$ cat config.mk
export PLATFORM = sky130hd
export DESIGN_NAME = cpu
export DESIGN_NICKNAME = d
export VERILOG_FILES = /design/src/stack_cpu_pkg.sv /design/src/stack.sv /design/src/alu.sv /design/src/insn_decoder.sv /design/src/cpu.sv
export SDC_FILE = /design/constraint.sdc
export NUM_CORES = 1
export LEC_CHECK = 0
export BUFFER_PORTS_ARGS = -buffer_cell sky130_fd_sc_hd__buf_2
export CAP_MARGIN = 20
export CORE_UTILIZATION = 60
export DETAILED_ROUTE_END_ITERATION = 6
export GPL_TIMING_DRIVEN = 0
export PLACE_DENSITY_LB_ADDON = 0.05
export SLEW_MARGIN = 10
export SYNTH_ARGS = -nofsm -noshare
export SYNTH_HDL_FRONTEND = slang
export SYNTH_SLANG_ARGS = --single-unit
$ cat constraint.sdc
create_clock -name clk -period 7.17 [get_ports clk]
set_clock_uncertainty 0.05 [all_clocks]
set_input_delay 0.717 -clock clk [delete_from_list [all_inputs] [get_ports clk]]
set_output_delay 0.717 -clock clk [all_outputs]
set_load 0.02 [all_outputs]
$ cat src/stack_cpu_pkg.sv
`default_nettype none

package stack_cpu_pkg;

  // basic widths
  typedef logic [15:0] word_t;    // data word, stack entries, pointer registers
  typedef logic [17:0] insn_t;    // one program memory word
  typedef logic [5:0]  alu_op_t;  // same layout as the ALU field of binop and stack ops

  // alu function codes
  // binary ops take the second operand as b and the top as a, so SUB is b - a
  localparam alu_op_t ALU_PASS_A = 6'h00;  // also NOP and DUP
  localparam alu_op_t ALU_INC    = 6'h01;  // a + 1
  localparam alu_op_t ALU_NOT    = 6'h04;
  localparam alu_op_t ALU_PASS_B = 6'h0f;  // POP keeps the second entry
  localparam alu_op_t ALU_AND    = 6'h10;
  localparam alu_op_t ALU_OR     = 6'h11;
  localparam alu_op_t ALU_XOR    = 6'h12;
  localparam alu_op_t ALU_SHR    = 6'h14;  // b >> a, zero fill
  localparam alu_op_t ALU_SHL    = 6'h16;  // b << a
  localparam alu_op_t ALU_ADD    = 6'h20;  // b added to a, also for addresses and jumps
  localparam alu_op_t ALU_SUB    = 6'h21;  // b - a
  localparam alu_op_t ALU_EQ     = 6'h28;  // 1 when equal
  localparam alu_op_t ALU_LT     = 6'h2a;  // signed b < a
  localparam alu_op_t ALU_BZ     = 6'h30;  // a + b when test word is zero, else a

  // frame pointer after reset, frames grow toward 0
  localparam word_t FP_RESET = 16'h4000;

  // alu input A select
  typedef enum logic [2:0] {
    SRCA_STK,   // operand stack top
    SRCA_FP,
    SRCA_DP,
    SRCA_IP,
    SRCA_CSTK,  // call stack top
    SRCA_ZERO   // X = 0 in X-relative forms
  } src_a_t;

  // alu input B select
  typedef enum logic {
    SRCB_STK1,  // second stack entry
    SRCB_IMM    // decoded immediate
  } src_b_t;

  // decoder phases
  typedef enum logic [1:0] {
    FETCH,    // pmem_addr = ip, ip advances
    LATCH,    // insn takes pmem_rdata
    EXEC,     // operation and memory strobes
    LOAD_WB   // load data onto the stack
  } phase_t;

  // decoder to core, one set per cycle
  typedef struct packed {
    alu_op_t alu_op;
    src_a_t  src_a;
    src_b_t  src_b;
    logic    pop;        // operand stack pop
    logic    push;       // operand stack push
    logic    load_stk;   // top takes stack_in
    logic    load_fp;    // fp takes alu out
    logic    load_dp;
    logic    load_ip;
    logic    load_insn;  // insn takes pmem_rdata
    logic    cpop;       // call stack pop
    logic    cpush;      // call stack push of alu input A
    logic    wr_stk1;    // write data from second entry instead of top
    logic    rd_mem;
    logic    wr_mem;
  } ctrl_t;

endpackage

`default_nettype wire

$ cat src/stack.sv
`timescale 1ns/1ns
`default_nettype none

module stack #(
  parameter int DEPTH = 16  // entries held below the top two
) (
  input  wire                        clk,
  input  wire                        rst,
  input  wire                        pop,
  input  wire                        push,
  input  wire                        load,
  input  wire stack_cpu_pkg::word_t  data_in,
  output stack_cpu_pkg::word_t       top,
  output stack_cpu_pkg::word_t       next
);

  localparam int PW = $clog2(DEPTH);

  stack_cpu_pkg::word_t mem [DEPTH];  // third entry and deeper
  logic [PW-1:0] ptr;                  // first free slot in mem

  // spill the second entry on push
  always_ff @(posedge clk) begin
    if (push)
      mem[ptr] <= next;
  end

  always_ff @(posedge clk, posedge rst) begin
    if (rst) begin
      ptr  <= '0;
      top  <= '0;
      next <= '0;
    end else if (push) begin
      ptr  <= ptr + PW'(1);
      next <= top;  // old top moves down
      if (load)
        top <= data_in;  // push with load puts data_in on top
    end else if (pop) begin
      ptr  <= ptr - PW'(1);
      next <= mem[ptr - PW'(1)];    // refill from the array
      top  <= load ? data_in : next;  // binary ops replace the new top
    end else if (load) begin
      top <= data_in;  // in-place update
    end
  end

endmodule

`default_nettype wire

$ cat src/alu.sv
`timescale 1ns/1ns
`default_nettype none

module alu (
  input  wire stack_cpu_pkg::word_t    a,
  input  wire stack_cpu_pkg::word_t    b,
  input  wire stack_cpu_pkg::word_t    test,  // operand stack top, for JZ
  input  wire stack_cpu_pkg::alu_op_t  op,
  output stack_cpu_pkg::word_t         out
);

  stack_cpu_pkg::word_t addend;  // b, or 1 for INC
  stack_cpu_pkg::word_t sum;     // shared by ADD, INC and BZ
  stack_cpu_pkg::word_t diff;
  logic                 eq;
  logic                 lt;
  logic                 test_zero;

  // one adder for all add-type ops
  assign addend = (op == stack_cpu_pkg::ALU_INC) ? stack_cpu_pkg::word_t'(1) : b;
  assign sum    = a + addend;
  assign diff   = b - a;  // second entry minus top

  // compares return 0 or 1
  assign eq = (a == b);
  assign lt = ($signed(b) < $signed(a));

  assign test_zero = (test == '0);

  always_comb begin
    case (op)
      stack_cpu_pkg::ALU_PASS_A: out = a;
      stack_cpu_pkg::ALU_INC:    out = sum;
      stack_cpu_pkg::ALU_NOT:    out = ~a;
      stack_cpu_pkg::ALU_PASS_B: out = b;
      stack_cpu_pkg::ALU_AND:    out = a & b;
      stack_cpu_pkg::ALU_OR:     out = a | b;
      stack_cpu_pkg::ALU_XOR:    out = a ^ b;
      stack_cpu_pkg::ALU_SHR:    out = b >> a;  // logical, large counts give 0
      stack_cpu_pkg::ALU_SHL:    out = b << a;
      stack_cpu_pkg::ALU_ADD:    out = sum;
      stack_cpu_pkg::ALU_SUB:    out = diff;
      stack_cpu_pkg::ALU_EQ:     out = stack_cpu_pkg::word_t'(eq);
      stack_cpu_pkg::ALU_LT:     out = stack_cpu_pkg::word_t'(lt);
      stack_cpu_pkg::ALU_BZ:     out = test_zero ? sum : a;  // branch target or fall through
      default:                   out = a;  // unused codes act as pass A
    endcase
  end

endmodule

`default_nettype wire

$ cat src/insn_decoder.sv
`timescale 1ns/1ns
`default_nettype none

module insn_decoder (
  input  wire                        clk,
  input  wire                        rst,
  input  wire stack_cpu_pkg::insn_t  insn,
  output stack_cpu_pkg::ctrl_t       ctrl,
  output stack_cpu_pkg::word_t       imm
);

  stack_cpu_pkg::phase_t phase;
  stack_cpu_pkg::phase_t phase_next;
  stack_cpu_pkg::src_a_t x_src;  // base of the X-relative forms

  // instruction classes
  logic is_push16;
  logic is_binop;
  logic is_call;
  logic is_jmp;
  logic is_addfp;
  logic is_jz;
  logic is_ldst;   // insn[0] set for ST
  logic is_pushx;
  logic is_stk;    // stack-only ops
  logic is_misc;   // RET, CPOP, CPUSH, POP X

  assign is_push16 = (insn[17:16] == 2'b11);
  assign is_binop  = (insn[17:16] == 2'b10);
  assign is_call   = (insn[17:14] == 4'b0000);
  assign is_jmp    = (insn[17:12] == 6'b000100);
  assign is_addfp  = (insn[17:12] == 6'b000101);
  assign is_jz     = (insn[17:12] == 6'b000110);
  assign is_ldst   = (insn[17:14] == 4'b0100);
  assign is_pushx  = (insn[17:14] == 4'b0101);
  assign is_stk    = (insn[17:11] == 7'b0111000);
  assign is_misc   = (insn[17:11] == 7'b0111001);

  // X field
  always_comb begin
    case (insn[13:12])
      2'd1:    x_src = stack_cpu_pkg::SRCA_FP;
      2'd2:    x_src = stack_cpu_pkg::SRCA_DP;
      default: x_src = stack_cpu_pkg::SRCA_ZERO;  // 0 and the reserved code
    endcase
  end

  // immediate extraction per format
  always_comb begin
    if (is_push16)
      imm = insn[15:0];
    else if (is_call)
      imm = {{2{insn[13]}}, insn[13:0]};  // simm14
    else if (is_jmp || is_addfp || is_jz)
      imm = {{4{insn[11]}}, insn[11:0]};  // simm12
    else if (is_ldst)
      imm = {4'b0, insn[11:1], 1'b0};     // low bit is the ST flag, word aligned
    else if (is_pushx)
      imm = {4'b0, insn[11:0]};
    else if (is_binop)
      imm = {6'b0, insn[9:0]};
    else
      imm = '0;
  end

  always_ff @(posedge clk, posedge rst) begin
    if (rst)
      phase <= stack_cpu_pkg::FETCH;
    else
      phase <= phase_next;
  end

  always_comb begin
    case (phase)
      stack_cpu_pkg::FETCH: phase_next = stack_cpu_pkg::LATCH;
      stack_cpu_pkg::LATCH: phase_next = stack_cpu_pkg::EXEC;
      stack_cpu_pkg::EXEC:
        phase_next = ctrl.rd_mem ? stack_cpu_pkg::LOAD_WB : stack_cpu_pkg::FETCH;
      default:              phase_next = stack_cpu_pkg::FETCH;
    endcase
  end

  always_comb begin
    ctrl        = '0;
    ctrl.alu_op = stack_cpu_pkg::ALU_PASS_A;
    case (phase)
      stack_cpu_pkg::FETCH: begin
        ctrl.src_a   = stack_cpu_pkg::SRCA_IP;
        ctrl.alu_op  = stack_cpu_pkg::ALU_INC;
        ctrl.load_ip = 1'b1;  // ip moves past the word being fetched
      end
      stack_cpu_pkg::LATCH: ctrl.load_insn = 1'b1;
      stack_cpu_pkg::LOAD_WB: begin
        ctrl.push     = 1'b1;  // stack_in carries dmem_rdata here
        ctrl.load_stk = 1'b1;
      end
      default: begin
        ctrl.src_b = stack_cpu_pkg::SRCB_IMM;
        if (is_push16) begin
          ctrl.alu_op   = stack_cpu_pkg::ALU_PASS_B;
          ctrl.push     = 1'b1;
          ctrl.load_stk = 1'b1;
        end else if (is_binop) begin
          ctrl.alu_op   = insn[15:10];  // imm op top
          ctrl.load_stk = 1'b1;
        end else if (is_call || is_jmp) begin
          ctrl.src_a   = stack_cpu_pkg::SRCA_IP;  // ip already points past this insn
          ctrl.alu_op  = stack_cpu_pkg::ALU_ADD;
          ctrl.load_ip = 1'b1;
          ctrl.cpush   = is_call;  // return address is alu input A
        end else if (is_jz) begin
          ctrl.src_a   = stack_cpu_pkg::SRCA_IP;
          ctrl.alu_op  = stack_cpu_pkg::ALU_BZ;
          ctrl.load_ip = 1'b1;
          ctrl.pop     = 1'b1;  // condition is consumed
        end else if (is_addfp) begin
          ctrl.src_a   = stack_cpu_pkg::SRCA_FP;
          ctrl.alu_op  = stack_cpu_pkg::ALU_ADD;
          ctrl.load_fp = 1'b1;
        end else if (is_ldst) begin
          ctrl.src_a  = x_src;
          ctrl.alu_op = stack_cpu_pkg::ALU_ADD;  // address on alu out
          ctrl.wr_mem = insn[0];
          ctrl.pop    = insn[0];   // ST drops the stored value
          ctrl.rd_mem = ~insn[0];  // LD pushes in LOAD_WB
        end else if (is_pushx) begin
          ctrl.src_a    = x_src;
          ctrl.alu_op   = stack_cpu_pkg::ALU_ADD;
          ctrl.push     = 1'b1;
          ctrl.load_stk = 1'b1;
        end else if (is_stk) begin
          ctrl.src_b    = stack_cpu_pkg::SRCB_STK1;
          ctrl.alu_op   = insn[5:0];
          ctrl.push     = insn[7];
          ctrl.pop      = insn[6];
          ctrl.load_stk = 1'b1;  // NOP rewrites the top with itself
        end else if (is_misc) begin
          case (insn[5:0])
            6'b000000: begin  // RET
              ctrl.src_a   = stack_cpu_pkg::SRCA_CSTK;
              ctrl.load_ip = 1'b1;
              ctrl.cpop    = 1'b1;
            end
            6'b000010: begin  // CPOP FP
              ctrl.src_a   = stack_cpu_pkg::SRCA_CSTK;
              ctrl.load_fp = 1'b1;
              ctrl.cpop    = 1'b1;
            end
            6'b000011: begin  // CPUSH FP
              ctrl.src_a = stack_cpu_pkg::SRCA_FP;
              ctrl.cpush = 1'b1;
            end
            6'b100000, 6'b100001: begin  // POP fp or dp
              ctrl.load_fp = ~insn[0];
              ctrl.load_dp = insn[0];
              ctrl.pop     = 1'b1;
            end
            default: ;  // unsupported acts as NOP
          endcase
        end
      end
    endcase
  end

endmodule

`default_nettype wire

$ cat src/cpu.sv
`timescale 1ns/1ns
`default_nettype none

module cpu #(
  parameter int ADDR_WIDTH   = 16,  // memory address bits, at most 16
  parameter int DSTACK_DEPTH = 16,
  parameter int CSTACK_DEPTH = 16
) (
  input  wire                        clk,
  input  wire                        rst,
  output logic [ADDR_WIDTH-1:0]      pmem_addr,
  input  wire stack_cpu_pkg::insn_t  pmem_rdata,
  output logic                       dmem_ren,
  output logic                       dmem_wen,
  output logic [ADDR_WIDTH-1:0]      dmem_addr,
  input  wire stack_cpu_pkg::word_t  dmem_rdata,
  output stack_cpu_pkg::word_t       dmem_wdata
);

  stack_cpu_pkg::ctrl_t ctrl;
  stack_cpu_pkg::word_t imm;

  // architectural registers
  stack_cpu_pkg::word_t ip;
  stack_cpu_pkg::word_t fp;
  stack_cpu_pkg::word_t dp;
  stack_cpu_pkg::insn_t insn;
  logic                 ren_d;  // load data arrives this cycle

  // datapath
  stack_cpu_pkg::word_t stack0;   // operand stack top
  stack_cpu_pkg::word_t stack1;
  stack_cpu_pkg::word_t cstack0;  // call stack top
  stack_cpu_pkg::word_t src_a;
  stack_cpu_pkg::word_t src_b;
  stack_cpu_pkg::word_t alu_out;
  stack_cpu_pkg::word_t stack_in;

  insn_decoder decoder (
    .clk  (clk),
    .rst  (rst),
    .insn (insn),
    .ctrl (ctrl),
    .imm  (imm)
  );

  // operand A mux
  always_comb begin
    case (ctrl.src_a)
      stack_cpu_pkg::SRCA_FP:   src_a = fp;
      stack_cpu_pkg::SRCA_DP:   src_a = dp;
      stack_cpu_pkg::SRCA_IP:   src_a = ip;
      stack_cpu_pkg::SRCA_CSTK: src_a = cstack0;
      stack_cpu_pkg::SRCA_ZERO: src_a = '0;
      default:                  src_a = stack0;
    endcase
  end

  assign src_b = (ctrl.src_b == stack_cpu_pkg::SRCB_IMM) ? imm : stack1;

  alu alu_unit (
    .a    (src_a),
    .b    (src_b),
    .test (stack0),  // JZ condition
    .op   (ctrl.alu_op),
    .out  (alu_out)
  );

  assign stack_in = ren_d ? dmem_rdata : alu_out;  // LD writeback or alu result

  stack #(.DEPTH(DSTACK_DEPTH)) dstack (
    .clk     (clk),
    .rst     (rst),
    .pop     (ctrl.pop),
    .push    (ctrl.push),
    .load    (ctrl.load_stk),
    .data_in (stack_in),
    .top     (stack0),
    .next    (stack1)
  );

  // holds return addresses and saved fp, pushes whatever drives alu input A
  stack #(.DEPTH(CSTACK_DEPTH)) cstack (
    .clk     (clk),
    .rst     (rst),
    .pop     (ctrl.cpop),
    .push    (ctrl.cpush),
    .load    (ctrl.cpush),
    .data_in (src_a),
    .top     (cstack0),
    .next    ()
  );

  // memory ports
  assign pmem_addr  = ip[ADDR_WIDTH-1:0];
  assign dmem_addr  = alu_out[ADDR_WIDTH-1:0];  // X + offset
  assign dmem_wdata = ctrl.wr_stk1 ? stack1 : stack0;
  assign dmem_ren   = ctrl.rd_mem;
  assign dmem_wen   = ctrl.wr_mem;

  always_ff @(posedge clk, posedge rst) begin
    if (rst) begin
      ip    <= '0;
      fp    <= stack_cpu_pkg::FP_RESET;
      dp    <= '0;
      insn  <= '0;
      ren_d <= 1'b0;
    end else begin
      if (ctrl.load_ip)
        ip <= alu_out;  // +1 in FETCH, target in EXEC
      if (ctrl.load_fp)
        fp <= alu_out;
      if (ctrl.load_dp)
        dp <= alu_out;
      if (ctrl.load_insn)
        insn <= pmem_rdata;
      ren_d <= ctrl.rd_mem;  // one cycle read latency
    end
  end

endmodule

`default_nettype wire

# Word level (Yosys, flattened, before mapping)
# Memory sizes are Yosys's and may differ from the RTL's.
# Cells that the tools add are included.
[classes] add_sub_neg=6 n_lt_le_gt_ge=1 eq_ne=37 shift=2 mux=117 n_bitwise=5 n_reduce_logical=15
[op_table] cell="16-bit 2-to-1 mux" count=19
[op_table] cell="16-bit case mux with 12 select lines" count=1
[op_table] cell="16-bit case mux with 5 select lines" count=1
[op_table] cell="2-bit 2-to-1 mux" count=29
[op_table] cell="9-bit 2-to-1 mux" count=5
[op_table] cell="4-bit 2-to-1 mux" count=11
[op_table] cell="6-bit equality test (second input constant)" count=7
[op_table] cell="5-bit 2-to-1 mux" count=8
[op_table] cell="6-bit by 5-bit equality test with 1-bit output (second input constant)" count=5
[op_table] cell="6-bit 2-to-1 mux" count=5
[op_table] cell="6-bit by 3-bit equality test with 1-bit output (second input constant)" count=4
[op_table] cell="1-bit 2-to-1 mux" count=23
[op_table] cell="3-bit 2-to-1 mux" count=7
[op_table] cell="9-bit case mux with 2 select lines" count=1
[op_table] cell="16-bit adder" count=1
[op_table] cell="16-bit bitwise AND" count=1
[op_table] cell="16-bit equality test" count=1
[op_table] cell="16-bit zero test" count=1
[op_table] cell="16-bit < comparator" count=1
[op_table] cell="16-bit NOT" count=1
[op_table] cell="16-bit OR" count=1
[op_table] cell="16-bit by 16-bit << shifter with 16-bit output" count=1
[op_table] cell="16-bit by 16-bit >> shifter with 16-bit output" count=1
[op_table] cell="16-bit subtractor" count=1
[op_table] cell="other kinds (26)" count=47
[word_totals] ff_bits=141 ram_bits=512 input_bits=36 output_inout_bits=50 n_memories=2
[memory_table] memory="cstack.mem" depth=16 word_bits=16 rd=1 rd_clocked_by_memory_dff=0 wr=1 line_no="stack.sv:19" source="stack_cpu_pkg::word_t mem [DEPTH];"
[memory_table] memory="dstack.mem" depth=16 word_bits=16 rd=1 rd_clocked_by_memory_dff=0 wr=1 line_no="stack.sv:19"

# Longest topological paths before layout
[logic_depth] depth_word=33 depth_mapped=27 ltp_nobuf=22

# Modules after synthesis
# A second synthesis with hierarchy kept.
[hier_totals] cells_unflattened=2535 hier_area_um2=32398.6
[by_module_without_submodules] mod="stack" n_inst=2 cells_each=703 area_per_inst_um2=11499.8 seq_area_each_um2=8588.2
[by_module_without_submodules] mod="alu" n_inst=1 cells_each=676 area_per_inst_um2=4683.2 seq_area_each_um2=0.0
[by_module_without_submodules] mod="cpu" n_inst=1 cells_each=324 area_per_inst_um2=3841.2 seq_area_each_um2=1677.9
[by_module_without_submodules] mod="insn_decoder" n_inst=1 cells_each=129 area_per_inst_um2=874.6 seq_area_each_um2=50.0

# Worst setup path after synthesis
# No wires, ideal clock.
[synth_path] kind="register to output" startpoint="reg insn[12]" endpoint="out dmem_addr[14]" t_arrival_ns=5.876 setup_slack_ns=0.527 path_stages_with_launch=26 cell_sequence="dfrtp_1 -> inv_1 -> ha_1 -> clkbuf_1 -> nor4b_2 -> o21ai_1 -> o22ai_1 -> clkbuf_1 -> a21oi_1 -> o32a_1 -> buf_2 -> clkbuf_1 -> clkbuf_1 -> ha_1 -> fa_1 -> nor2b_1 -> o21ai_0 -> a21boi_0 -> o21ai_0 -> a21oi_1 -> nor2_1 -> o2111ai_1 -> nand4_1 -> a211o_1 -> or4_1 -> and2_1"
[synth_between] elab_chain_cells=20 word_cells_on_any_way=71 cone_classes="add/sub: 2; eq/ne: 25; shift: 2; mux: 34; bitwise: 4; reduce/logical: 4"
[synth_rtl] item="start, declared" line_no="cpu.sv:27" source="stack_cpu_pkg::insn_t insn;"
[synth_rtl] item="start signal, assigned" line_no="cpu.sv:116" source="insn <= pmem_rdata;"
[synth_rtl] item="7-bit by 6-bit equality test with 1-bit output" line_no="insn_decoder.sv:36" source="assign is_stk = (insn[17:11] == 7'b0111000);"
[synth_rtl] item="1-bit 2-to-1 mux" line_no="insn_decoder.sv:131" source="end else if (is_stk) begin"
[synth_rtl] item="2-bit 2-to-1 mux" line_no="insn_decoder.sv:126" source="end else if (is_pushx) begin"
[synth_rtl] item="1-bit 2-to-1 mux" line_no="insn_decoder.sv:120" source="end else if (is_ldst) begin"
[synth_rtl] item="4-bit 2-to-1 mux" line_no="insn_decoder.sv:116" source="end else if (is_addfp) begin"
[synth_rtl] item="4-bit 2-to-1 mux" line_no="insn_decoder.sv:111" source="end else if (is_jz) begin"
[synth_rtl] item="4-bit 2-to-1 mux" line_no="insn_decoder.sv:106" source="end else if (is_call || is_jmp) begin"
[synth_rtl] item="4-bit 2-to-1 mux" line_no="insn_decoder.sv:103" source="end else if (is_binop) begin"
[synth_rtl] item="(+4 left out)"
[synth_rtl] item="6-bit 2-to-1 mux" line_no="insn_decoder.sv:103"
[synth_rtl] item="5-bit 2-to-1 mux" line_no="insn_decoder.sv:99" source="if (is_push16) begin"
[synth_rtl] item="2-bit 2-to-1 mux" line_no="insn_decoder.sv:86" source="case (phase)"
[synth_rtl] item="16-bit 2-to-1 mux" line_no="cpu.sv:59" source="assign src_b = (ctrl.src_b == stack_cpu_pkg::SRCB_IMM) ? imm : stack1;"
[synth_rtl] item="16-bit 2-to-1 mux" line_no="alu.sv:20" source="assign addend = (op == stack_cpu_pkg::ALU_INC) ? stack_cpu_pkg::word_t'(1) : b;"
[synth_rtl] item="16-bit adder" line_no="alu.sv:21" source="assign sum = a + addend;"
[synth_rtl] item="16-bit 2-to-1 mux" line_no="alu.sv:45" source="stack_cpu_pkg::ALU_BZ: out = test_zero ? sum : a;"
[synth_rtl] item="16-bit case mux with 12 select lines (*)" line_no="alu.sv:31" source="case (op)"
[synth_rtl] item="end, declared" line_no="cpu.sv:15" source="output logic [ADDR_WIDTH-1:0] dmem_addr,"
# Every way passes the cells marked *; elsewhere a longest branch is shown, timed or not. The select of a mux whose other input is x is not followed.

# Worst setup path in the final report
[layout_path] startpoint="reg insn[1]" endpoint="out dmem_addr[0]"
[layout_between] elab_chain_cells=18 word_cells_on_any_way=58 cone_classes="add/sub: 2; order compare: 1; eq/ne: 21; shift: 2; mux: 25; bitwise: 4; reduce/logical: 3"
[layout_rtl] item="6-bit by 2-bit equality test with 1-bit output or 6-bit zero test (tied branches)" line_no="insn_decoder.sv:138" source="case (insn[5:0])"
[layout_rtl] item="2-bit OR reduction (no line)"
[layout_rtl] item="3-bit case mux with 2 select lines" line_no="insn_decoder.sv:138"
[layout_rtl] item="3-bit 2-to-1 mux" line_no="insn_decoder.sv:137" source="end else if (is_misc) begin"
[layout_rtl] item="3-bit 2-to-1 mux" line_no="insn_decoder.sv:131"
[layout_rtl] item="9-bit 2-to-1 mux" line_no="insn_decoder.sv:126"
[layout_rtl] item="9-bit 2-to-1 mux" line_no="insn_decoder.sv:120"
[layout_rtl] item="9-bit 2-to-1 mux" line_no="insn_decoder.sv:116"
[layout_rtl] item="(+2 left out)"
[layout_rtl] item="6-bit 2-to-1 mux" line_no="insn_decoder.sv:103"
[layout_rtl] item="5-bit 2-to-1 mux" line_no="insn_decoder.sv:99"
[layout_rtl] item="9-bit case mux with 2 select lines" line_no="insn_decoder.sv:86"
[layout_rtl] item="3-bit equality test (tied with other cells)" line_no="cpu.sv:49" source="case (ctrl.src_a)"
[layout_rtl] item="16-bit case mux with 5 select lines" line_no="cpu.sv:49"
[layout_rtl] item="16-bit adder" line_no="alu.sv:21"
[layout_rtl] item="16-bit 2-to-1 mux" line_no="alu.sv:45"
[layout_rtl] item="16-bit case mux with 12 select lines (*)" line_no="alu.sv:31"
# Every way passes the cells marked *; elsewhere a longest branch is shown, timed or not.

==> key figures <==
Placed design
  • Input/output buffers: 85
  • Pre-CTS WS: -1950 ps
  • RePlAce Congestion: 1.05
  • DP HPWL: 75,700 microns
  • Dpl cells: 3,168

Global routing
  • First-pass GRT wire length: 165,000 microns
  • Number of global-route vias before repair: 23,537
  • GR Util All Layers: 42.8%
  • Pin count of the biggest net entering global routing: 116
  • Total global routing overflow: 0
  • Initial antenna violation count: 2

Worst setup path
  • R2R Path Start: insn[1]
  • R2r worst-path depth: 18
  • Critical Path, Cell by Cell: nand3b_1 -> or4_4 -> buf_6 -> o211ai_4 -> buf_6 -> buf_4 -> mux2i_1 -> o32ai_4 -> inv_1 -> ha_1 -> nor2_1 -> nand2_2 -> or3_1 -> o211ai_1 -> o21ai_0 -> or3_1 -> nor3_1 -> a21o_2 -> nor2_1 -> buf_2
  • Crit path capture type: output pin
  • CP Class: reg2out
  • CP max stage cell: o32ai_4
  • Reg-to-reg slack, setup: 920 ps
  • Arrival time worst endpoint: 6450 ps
  • CP Max Fanout: 7
  • Slowest cell delay on critical path: 650 ps
  • Crit path required time: 6400 ps
  • R2r endpoint: dp[13]
  • Startpoint Class: register

Finish
  • Fin nets: 2,716
  • Fillcell total: 3,473
  • Post-layout util: 70.5%
  • Area of the multi-input gates: 13,400 sq um
  • Register area: 18,900 sq um
  • Synthesis-to-finish area growth: 15.3%
  • Layout cells sized above 1: 23.5%
  • Final Instance Count excl. Fillers: 3,344

Floorplan
  • Placeable Area: 53,000 sq um
  • IO Pins: 86
  • Die Y: 234 microns
  • Die Width: 234 microns
  • Die area: 54,900 sq um
  • Num rows: 84
  • Initial Util: 61.2%

CTS
  • Hold_buf cts: 0
  • CTS tree: done
  • Clock tree sinks: 653
  • Clk slew on worst S/H paths: 60 ps
  • H-Tree Level Count: 3
  • Clock latency on the worst-skew pair: 620 ps
  • Cts bufs inserted: 67
  • Root Buffer: clkbuf_16
  • CTS Buffer Depth: 3

Synthesis
  • Post-synthesis cell type count: 96
  • Adder-cell area share of the yosys netlist: 3.04%
  • Post-synthesis mux area share: 15.6%
  • Syn avg cell area: 13.6 sq um
  • Yosys Warn Count: 0
  • Post-synth EDFFs: 512
  • Mapped cell area: 32,400 sq um
  • Net Count, Synth: 2,502
  • Synth Area in Compound Gates: 10.8%
  • Xor and xnor fraction of the mapped netlist area: 0.595%
  • Register area share after synthesis: 58.3%
  • Mapped Cells: 2,388
  • Async set-reset flop share out of synthesis: 21.6%
  • Leading register cell type out of synthesis: edfxtp_1
  • Largest family of logic cells by synthesized area: multiplexers
  • Register bit total from synthesis: 653
  • Synth Area in Simple Gates: 8.84%

Timing
  • F_max: 139 MHz
  • Worst Max-Slew Pin Slew: 1280 ps
  • Slew HR: 14.8%
  • TNS Setup: -89.2 ps
  • Min cycle time layout: 7220 ps
  • Ratio of final minimum period to clock period: 101%
  • Post-route setup slack: -48.4 ps
  • Max-slew violations: 0
  • Final setup fails: 3
  • Final hold vios: 0

Status
  • Failing checks: design-rule violations, negative setup slack
  • Status: finished with violations

Drt
  • Vias/cell: 7.37
  • Drt pass-1 iters: 7
  • Final ANT Viol Nets: 0
  • Via count: 24,646
  • Number of DRC markers in iteration 0: 3,945
  • WL/cell: 34.7 microns
  • DRC: 2
  • Final wirelength: 116,000 microns

Worst hold path
  • Hold WC Path Type: in2async

Job
  • Maxcap violations: 0
## state kept, by name, indices dropped and copies added (netlist names)
name / cells
cstack.ptr: 4
dstack.ptr: 4
ren_d: 1
dstack.next: 16
cstack.next: 16
pmem_addr: 16
dp: 16
fp: 16
insn: 18
dstack.top: 16
cstack.top: 16
dstack.mem: 256
cstack.mem: 256
decoder.phase: 2
## metal layers
layer  GRT usage (%)  up-vias  part of all wire [%]
li1                -     9807                     -
met1            58.0    12387                    37
met5               0        -                 0.011
met4            18.6        2                   5.3
met3            11.8      427                    13
met2            65.2     2023                    45
## worst max-delay path: cells and delay by family (launching register included)
family	cells	cell delay, ps
simple gates	8	2280
buf+inv	5	860
compound gates	5	1440
flops	1	610
fa+ha+maj	1	460
mux	1	160
## logic make-up after synthesis
family                     after synthesis
muxes                                  310
buffers and inverters                  230
adders and majority gates               78
AOI/OAI and AO/OA                      504
DFF                                    653
xor gates and xnor gates                22
and+or+nand+nor                        591
## per-stage QoR
step / area (sq um) / hold WS (ps)
floorplan: 32400 / 398
global placement: 33700 / 414
detailed placement: 33800 / 418
CTS: 36800 / 9.16
global route: 37300 / 18.8
finish: 37300 / 32.9
## cell usage in the layout (no fill, tap or decap), types with 13 or more instances in the layout
cell and count:
ha_1 68, buf_2 96, o21ai_1 13, buf_1 13, nor2b_1 20, or3_1 18, buf_6 15, xnor2_1 15
o31ai_1 13, a221oi_1 16, a22oi_1 16, buf_4 67, nor3_1 43, a31oi_1 32, nand4_1 18, o21ai_0 93
nand2b_1 15, nor2_1 139, mux2_2 42, inv_1 73, mux2i_1 112, nand2_1 169, a211oi_1 34, mux4_2 153
dfrtp_1 133, edfxtp_1 512, and3_1 16, nand3_1 55, a21oi_1 81, clkbuf_1 103, clkbuf_16 69, and2_1 25
o211ai_1 22
## synthesized netlist by cell type, types with 25 or more instances
cell type | number | share of area, %
ha_1 | 77 | 3.0
a211oi_1 | 37 | 0.86
dfrtp_1 | 140 | 11
mux2i_1 | 115 | 3.6
edfxtp_1 | 512 | 47
o21ai_0 | 97 | 1.5
nor3_1 | 49 | 0.76
mux4_2 | 153 | 11
nor2b_1 | 25 | 0.48
clkbuf_1 | 118 | 1.4
a31oi_1 | 32 | 0.62
a21oi_1 | 94 | 1.5
and2_1 | 28 | 0.54
inv_1 | 75 | 0.87
mux2_2 | 42 | 1.5
nand3_1 | 55 | 0.85
nor2_1 | 144 | 1.7
nand2_1 | 171 | 2.0
## worst max-delay path by stage
stage	from	to	slack [ps]	depth (start not counted)
3_3_place_gp	insn[12]	dmem_addr[10]	-2380	26
5_1_grt	insn[12]	dmem_addr[0]	-30	23
6_report	insn[1]	dmem_addr[0]	-50	20
2_1_floorplan	insn[12]	dmem_addr[14]	530	25
3_5_place_dp	insn[12]	dmem_addr[12]	-1950	26
4_1_cts	insn[2]	dmem_addr[14]	-60	23
## cell type report
type,instances,share of cell area [%]
flip-flops and latches,653,50.6
well taps,688,2.30
diodes,1,0.00670
multi-input cells,1505,35.8
clock inverters,36,1.01
plain buffers,138,1.81
clock buffers,86,4.82
repair buffers,160,2.80
inverters,77,0.811
## timing repair
action / 4_1_cts / 5_1_grt
endpoints found under the hold margin: 0 / 0
buffers inserted: 40 / 25
endpoints found under the setup margin: 66 / 13
resized for setup: 137 / 93
pin swaps: 20 / 33
Power is not shown: default switching activity piles up to over one toggle a cycle in this logic, so the estimate is an artifact.
